$ cat config.mk
export PLATFORM = sky130hd
export DESIGN_NAME = mod_subsystem
export DESIGN_NICKNAME = d
export VERILOG_FILES = /design/src/source/mod_pkg.sv /design/src/source/segment_timer.sv /design/src/source/transition_timer.sv /design/src/source/mod_swapchain.sv /design/src/source/mod_subsystem.sv
export SDC_FILE = /design/constraint.sdc
export NUM_CORES = 2
export LEC_CHECK = 0
export BUFFER_PORTS_ARGS = -buffer_cell sky130_fd_sc_hd__buf_2
export CORE_MARGIN = 1
export CORE_UTILIZATION = 37
export DETAILED_ROUTE_END_ITERATION = 16
export PLACE_DENSITY_LB_ADDON = 0.08
export SLEW_MARGIN = 20
export SYNTH_ARGS = -nofsm -noshare
export SYNTH_HDL_FRONTEND = slang
export SYNTH_HIERARCHICAL = 1
export SYNTH_SLANG_ARGS = --single-unit
$ cat constraint.sdc
create_clock -name CLK -period 149.7 [get_ports CLK]
set_clock_uncertainty 0.05 [all_clocks]
set_input_delay 22.455 -clock CLK [delete_from_list [all_inputs] [get_ports CLK]]
set_output_delay 22.455 -clock CLK [all_outputs]
set_load 0.02 [all_outputs]
$ cat src/source/mod_pkg.sv
package mod_pkg;

  // ----------------------------------------------------------
  // sizes
  // ----------------------------------------------------------

  // external mode toggles between exactly two segments.
  localparam int num_segment = 2;
  localparam int idx_w = 15;

  // repeat value that means loop forever.
  localparam logic [31:0] rep_infinite = 32'hffff_ffff;

  // ----------------------------------------------------------
  // transition modes
  // ----------------------------------------------------------

  typedef logic [7:0] trans_mode_t;

  localparam trans_mode_t mode_sync_idx = 8'h00;
  localparam trans_mode_t mode_sys_time = 8'h01;
  localparam trans_mode_t mode_gpio = 8'h02;
  localparam trans_mode_t mode_ext = 8'hf0;

  // divisor for the lap computation, one sync period in time units.
  localparam logic [63:0] sync_base = 64'd500000;

  // pipeline depth of the transition timer.
  localparam int time_latency = 3;

  // ----------------------------------------------------------
  // configuration
  // ----------------------------------------------------------

  typedef logic [idx_w-1:0] idx_t;

  typedef struct packed {
    idx_t        cycle;
    logic [31:0] rep;
    logic [15:0] freq_div;
  } seg_cfg_t;

  // gpio mode keeps the pin number in value[1:0].
  typedef struct packed {
    trans_mode_t mode;
    logic [63:0] value;
  } transition_t;

endpackage

$ cat src/source/segment_timer.sv
`timescale 1ns/1ps
module segment_timer
  import mod_pkg::*;
(
  input  logic     CLK,
  input  logic     rst,
  input  seg_cfg_t cfg,
  output idx_t     sync_idx
);

  logic [15:0] div_cnt;
  logic [15:0] div_last;
  logic        step;

  // ----------------------------------------------------------
  // rate divider
  // ----------------------------------------------------------

  // a zero divider behaves like one, the index steps every clock.
  assign div_last = (cfg.freq_div == 16'd0) ? 16'd0 : cfg.freq_div - 16'd1;
  assign step = (div_cnt >= div_last);

  always_ff @(posedge CLK) begin
    if (rst) begin
      div_cnt <= '0;
    end else if (step) begin
      div_cnt <= '0;
    end else begin
      div_cnt <= div_cnt + 16'd1;
    end
  end

  // ----------------------------------------------------------
  // index counter
  // ----------------------------------------------------------

  always_ff @(posedge CLK) begin
    if (rst) begin
      sync_idx <= '0;
    end else if (step) begin
      // wrap at the last index of the cycle.
      if (sync_idx >= cfg.cycle) begin
        sync_idx <= '0;
      end else begin
        sync_idx <= sync_idx + 1'b1;
      end
    end
  end

endmodule

$ cat src/source/transition_timer.sv
`timescale 1ns/1ps
module transition_timer
  import mod_pkg::*;
(
  input  logic        CLK,
  input  logic        rst,
  input  logic [63:0] sys_time,
  input  logic [17:0] sync_base_cnt,
  input  logic [63:0] trans_value,
  output logic        time_reached
);

  logic [63:0] lap;
  logic [17:0] base_cnt_q;
  logic [63:0] time_q1;
  logic [63:0] lap_time;
  logic [63:0] time_q2;

  // ----------------------------------------------------------
  // stage 1
  // ----------------------------------------------------------

  // round the request down to whole sync periods.
  always_ff @(posedge CLK) begin
    lap <= trans_value / sync_base;
    base_cnt_q <= sync_base_cnt;
    time_q1 <= sys_time;
  end

  // ----------------------------------------------------------
  // stage 2
  // ----------------------------------------------------------

  // scale the lap count back into system time units.
  always_ff @(posedge CLK) begin
    lap_time <= lap * 64'(base_cnt_q);
    time_q2 <= time_q1;
  end

  // ----------------------------------------------------------
  // stage 3
  // ----------------------------------------------------------

  // sys_time travels with the lap so all inputs share one sample point.
  always_ff @(posedge CLK) begin
    if (rst) begin
      time_reached <= 1'b0;
    end else begin
      time_reached <= (lap_time < time_q2);
    end
  end

endmodule

$ cat src/source/mod_swapchain.sv
`timescale 1ns/1ps
module mod_swapchain
  import mod_pkg::*;
(
  input  logic                       CLK,
  input  logic                       rst,
  input  logic                       update_settings,
  input  logic                       req_segment,
  input  transition_t                transition,
  input  seg_cfg_t [num_segment-1:0] seg_cfg,
  input  idx_t [num_segment-1:0]     sync_idx,
  input  logic                       time_reached,
  input  logic [3:0]                 gpio_in,
  output logic                       stop,
  output logic                       segment,
  output idx_t [num_segment-1:0]     idx
);

  typedef enum logic [1:0] {
    st_wait_start,
    st_finite_loop,
    st_infinite_loop
  } state_t;

  typedef enum logic {
    idx_mode_sync,
    idx_mode_tick
  } idx_mode_t;

  state_t                          state;
  idx_mode_t                       idx_mode;
  logic                            ext_mode;
  logic [31:0]                     rep_q;
  logic [31:0]                     loop_cnt;
  logic                            pend_segment;
  logic [$clog2(time_latency+1)-1:0] lat_cnt;

  idx_t [num_segment-1:0] idx_old;
  idx_t [num_segment-1:0] tick_idx;
  logic [num_segment-1:0] idx_changed;
  logic [num_segment-1:0] wrapped;

  // ----------------------------------------------------------
  // index change detection and output mux
  // ----------------------------------------------------------

  for (genvar i = 0; i < num_segment; i++) begin : gen_idx
    assign idx_changed[i] = (idx_old[i] != sync_idx[i]);
    assign wrapped[i] = idx_changed[i] && (sync_idx[i] == '0);
    assign idx[i] = (idx_mode == idx_mode_sync) ? idx_old[i] : tick_idx[i];
  end

  always_ff @(posedge CLK) begin
    if (rst) begin
      idx_old <= '0;
    end else begin
      idx_old <= sync_idx;
    end
  end

  // ----------------------------------------------------------
  // segment FSM
  // ----------------------------------------------------------

  always_ff @(posedge CLK) begin
    if (rst) begin
      segment <= 1'b0;
      stop <= 1'b0;
      state <= st_infinite_loop;
      idx_mode <= idx_mode_sync;
      ext_mode <= 1'b0;
      loop_cnt <= '0;
      lat_cnt <= '0;
      tick_idx <= '0;
    end else if (update_settings) begin
      if ((req_segment == segment) || (seg_cfg[req_segment].rep == rep_infinite)) begin
        // no transition to wait for, loop forever right away.
        stop <= 1'b0;
        segment <= req_segment;
        idx_mode <= idx_mode_sync;
        ext_mode <= (transition.mode == mode_ext);
        state <= st_infinite_loop;
      end else begin
        rep_q <= seg_cfg[req_segment].rep;
        pend_segment <= req_segment;
        lat_cnt <= '0;
        state <= st_wait_start;
      end
    end else begin
      case (state)
        st_wait_start: begin
          case (transition.mode)
            mode_sync_idx: begin
              if (wrapped[pend_segment]) begin
                stop <= 1'b0;
                loop_cnt <= '0;
                segment <= pend_segment;
                idx_mode <= idx_mode_sync;
                state <= st_finite_loop;
              end
            end
            mode_sys_time: begin
              // time_reached lags the strobe by the timer pipeline.
              if (lat_cnt == time_latency - 1) begin
                if (time_reached) begin
                  stop <= 1'b0;
                  loop_cnt <= '0;
                  segment <= pend_segment;
                  idx_mode <= idx_mode_tick;
                  tick_idx[pend_segment] <= '0;
                  state <= st_finite_loop;
                end
              end else begin
                lat_cnt <= lat_cnt + 1'b1;
              end
            end
            mode_gpio: begin
              if (idx_changed[pend_segment] && gpio_in[transition.value[1:0]]) begin
                stop <= 1'b0;
                loop_cnt <= '0;
                segment <= pend_segment;
                idx_mode <= idx_mode_tick;
                tick_idx[pend_segment] <= '0;
                state <= st_finite_loop;
              end
            end
            default: ;
          endcase
        end
        st_infinite_loop: begin
          if (ext_mode && wrapped[segment]) begin
            segment <= ~segment;
          end
        end
        st_finite_loop: begin
          if (idx_mode == idx_mode_sync) begin
            if (wrapped[segment]) begin
              if (loop_cnt == rep_q) begin
                stop <= 1'b1;
              end else begin
                loop_cnt <= loop_cnt + 32'd1;
              end
            end
          end else if (idx_changed[segment]) begin
            // own tick index, counts one per sync index change.
            if (tick_idx[segment] >= seg_cfg[segment].cycle) begin
              tick_idx[segment] <= '0;
              if (loop_cnt == rep_q) begin
                stop <= 1'b1;
              end else begin
                loop_cnt <= loop_cnt + 32'd1;
              end
            end else begin
              tick_idx[segment] <= tick_idx[segment] + 1'b1;
            end
          end
        end
        default: begin
          state <= st_infinite_loop;
        end
      endcase
    end
  end

endmodule

$ cat src/source/mod_subsystem.sv
`timescale 1ns/1ps
module mod_subsystem
  import mod_pkg::*;
(
  input  logic                       CLK,
  input  logic                       rst,
  input  logic [63:0]                sys_time,
  input  logic [17:0]                sync_base_cnt,
  input  seg_cfg_t [num_segment-1:0] seg_cfg,
  input  transition_t                transition,
  input  logic                       req_segment,
  input  logic                       update_settings,
  input  logic [3:0]                 gpio_in,
  output logic                       segment,
  output logic                       stop,
  output idx_t [num_segment-1:0]     idx
);

  idx_t [num_segment-1:0] sync_idx;
  logic                   time_reached;

  // ----------------------------------------------------------
  // per segment sample index
  // ----------------------------------------------------------

  for (genvar i = 0; i < num_segment; i++) begin : gen_seg_timer
    segment_timer u_segment_timer (
      .CLK      (CLK),
      .rst      (rst),
      .cfg      (seg_cfg[i]),
      .sync_idx (sync_idx[i])
    );
  end

  transition_timer u_transition_timer (
    .CLK           (CLK),
    .rst           (rst),
    .sys_time      (sys_time),
    .sync_base_cnt (sync_base_cnt),
    .trans_value   (transition.value),
    .time_reached  (time_reached)
  );

  // ----------------------------------------------------------
  // swap controller
  // ----------------------------------------------------------

  mod_swapchain u_mod_swapchain (
    .CLK             (CLK),
    .rst             (rst),
    .update_settings (update_settings),
    .req_segment     (req_segment),
    .transition      (transition),
    .seg_cfg         (seg_cfg),
    .sync_idx        (sync_idx),
    .time_reached    (time_reached),
    .gpio_in         (gpio_in),
    .stop            (stop),
    .segment         (segment),
    .idx             (idx)
  );

endmodule

==> impl_summary.log <==
[metrics] routed wirelength normalized by instance count: 20.2 um
[metrics] portion of the post-synthesis area used by sequential elements: 0.128
[metrics] Cell variety after synth: 200
[metrics] number of max-cap violations: 0
[metrics] layout overhead on the synthesized area: 7.38%
[metrics] Post-Layout Inst Area: between 70,000 and 80,000 um2
[metrics] number of standard cells in the layout, taps in and fillers out: around 12,000
[metrics] synthesized instance count: 8,941
[metrics] first-pass GRT wire length: 373 mm
[metrics] maximum number of pins on one net before global-route repair: 62
[metrics] CTS clk-pin slew, worst paths: roughly 0.060 ns
[metrics] Post-Synthesis Cell Area: about 74,000 um2
[metrics] number of resized instances in the post-cts repair step: 0
[metrics] CP Data Arrival Time: 83.67 ns
[metrics] setup repair after global routing missed its margin: no
[metrics] number of vias per cell: 5.59
[metrics] overflow left after global routing: 0
[metrics] type of the most critical hold path: flop to flop
[metrics] net count of the mapped netlist: 10,225
[metrics] crit start category: input pin
[metrics] Worst-Margin Slew: 1.12 ns
[metrics] number of top-level pins: 320
[metrics] number of setup violations in the final report: 0
[metrics] layout cells sized above 1: 0.133
[metrics] leading cell type in the layout, fill and taps excluded: sky130_fd_sc_hd__nand2_1
[metrics] CORE AREA: 197,000 um2
[metrics] die width: 448 um
[metrics] CTS buffer count: 68
[metrics] final number of max-transition violations: 0
[metrics] post-route clock period utilization: 0.555
[metrics] number of cells in the design after placement: between 10,000 and 15,000
[metrics] final net count: 10,270
[metrics] commonest cells after routing, fill and taps aside: sky130_fd_sc_hd__nand2_1 (1,115), sky130_fd_sc_hd__inv_1 (1,000), sky130_fd_sc_hd__fa_1 (704)
[metrics] cell with the most instances on the worst path: sky130_fd_sc_hd__inv_2
[metrics] maximum net fanout on the critical path: 30
[metrics] initial antenna violation count: 13
[metrics] area post-placement: 76,600 um2
[metrics] #FFs+latches synth: 452
[metrics] Buffers & Inverters on Critical Path: 18
[metrics] Critical-path top delay cell: sky130_fd_sc_hd__o311ai_2
[metrics] post-CTS repair timing setup buffer count: 0
[metrics] post-route antenna net violation count: 0
[metrics] critical path capture point type: flop
[metrics] number of port buffers: approximately 320
[metrics] HPWL after detailed placement: around 180 mm
[metrics] upper clock frequency limit: about 12 MHz
[metrics] warnings from Yosys: 6
[metrics] count of unresolved DRC violations after routing: 0
[metrics] Detailed Routing Iterations Pass 1: 6
[metrics] critical path type: input pin to flop
[metrics] endpoints failing hold: 0
[metrics] final wirelength: 236 mm
[metrics] required time of the worst setup path: between 150 and 200 ns
[metrics] Largest delay share family, worst path: compound AO/OA/AOI/OAI gates
[metrics] Final Util: 0.400
[metrics] die outline area: between 200,000 and 250,000 um2
[metrics] synthesized area per cell: 8.23 um2
[metrics] height of the die: 448 um
[metrics] Post-synth EDFFs: 33
[metrics] Post-synth top flop: sky130_fd_sc_hd__dfxtp_1
[metrics] time the worst path needs with I/O delays and setup: between 80 and 90 ns
[metrics] TritonCTS clock tree: yes
[metrics] count of clock tree sinks: 452
[metrics] starting density of the core: 0.373
[metrics] CP max stage delay: 0.92 ns
[metrics] cell at the root of the clock tree: sky130_fd_sc_hd__clkbuf_16
[metrics] H-tree depth: 3
[metrics] routed vias: 65,294
[metrics] overall fraction of global-route tracks in use: 0.233
[metrics] Final Wtd Congestion: 0.872
[metrics] number of buffers inserted for hold repair after clock tree synthesis: 0
[metrics] Rows: around 160
[metrics] number of DRC markers in iteration 0: 4,132
[metrics] result of the run: complete, no violations
[metrics] maximum clock path buffer count: 3
[metrics] Synth async-reset ratio: 0
[metrics] Setup TNS: 0 ns
[metrics] headroom to the max-slew limit: 0.247
[metrics] Skew-Pair Late Insertion Delay: between 0.7 and 0.8 ns
[metrics] vias in the first global route: 64,594
-- path summary, 6_finish.rpt --
| path | endpoint | depth (start not counted) | startpoint | slack, ns |
|---|---|---|---|---|
| max | u_transition_timer/lap[0]$_DFF_P_ | 184 | transition[56] | 66.55 |
| max reg2reg | u_transition_timer/lap_time[63]$_DFF_P_ | 71 | u_transition_timer/base_cnt_q[1]$_DFF_P_ | 133.40 |
| min reg2reg | u_transition_timer/time_q2[10]$_DFF_P_ | 0 | u_transition_timer/time_q1[10]$_DFF_P_ | 0.23 |
| min | u_transition_timer/time_q2[10]$_DFF_P_ | 0 | u_transition_timer/time_q1[10]$_DFF_P_ | 0.23 |
-- per-layer routing --
layer / track usage / part of all wire / vias to the layer above
li1: - / - / 31178
met1: 0.323 / 0.47 / 32346
met2: 0.387 / 0.47 / 1531
met3: 0.0190 / 0.038 / 239
met4: 0.0607 / 0.023 / 0
met5: 0 / 0 / -
-- synthesized netlist by cell type (all sizes together), types with 59 or more instances --
master  count  area, um2
nand2    1125       4260
inv      1035       3930
fa        704      14100
nor2      489       2000
a21oi     478       2600
o21ai     423       2240
dfxtp     419       8390
xnor2     372       3440
ha        292       3650
and2      272       1730
clkbuf    256       1130
xor2      229       2060
nor3      210       1160
nand3     196        981
buf       153       1270
a211oi    115        996
nor4      107        783
mux2      103       1170
a21o       93        731
mux2i      92        981
a31oi      89        597
nand4      85        557
o21a       85        683
o211ai     77        622
or3        75        519
and3       74        470
o31ai      73        651
or2        71        452
nor2b      68        433
maj3       59        601
-- flip-flops by register name, summed over array words and instances, names as in the netlist, 32 cells and up --
register / flops
u_transition_timer/lap_time: 64
u_transition_timer/time_q1: 64
u_transition_timer/time_q2: 64
u_transition_timer/lap: 46
gen_seg_timer.u_segment_timer/div_cnt: 32
u_mod_swapchain/loop_cnt: 32
u_mod_swapchain/rep_q: 32
-- through the flow --
stage	setup WS [ns]	hold WS, ns
after floorplan	79.64	0.260
after global placement	67.88	0.260
after detailed placement	66.25	0.262
after CTS	66.76	0.226
after global routing	61.57	0.242
final	66.55	0.233
-- cell type report --
class / count / area, um2
sequential: 452 / 9400
clock inverter: 28 / 468
clock buffer: 93 / 1880
tap: 2640 / 3300
fill: 20565 / 118000
antenna: 6 / 15.0
timing repair buffer: 389 / 2120
inverter: 1040 / 3940
multi-input combinational: 7035 / 57900
-- kinds of logic after synthesis --
family,synth area share
AO/OA/AOI/OAI,0.222
XOR/XNOR,0.0760
adder cells (fa/ha/maj),0.249
buffers and inverters,0.0868
flip-flops,0.128
multiplexers,0.0296
AND/OR/NAND/NOR,0.209
Power is left out: the tool's default activity adds up to more than one toggle a clock period on the data nets, which glitch-free logic cannot reach.
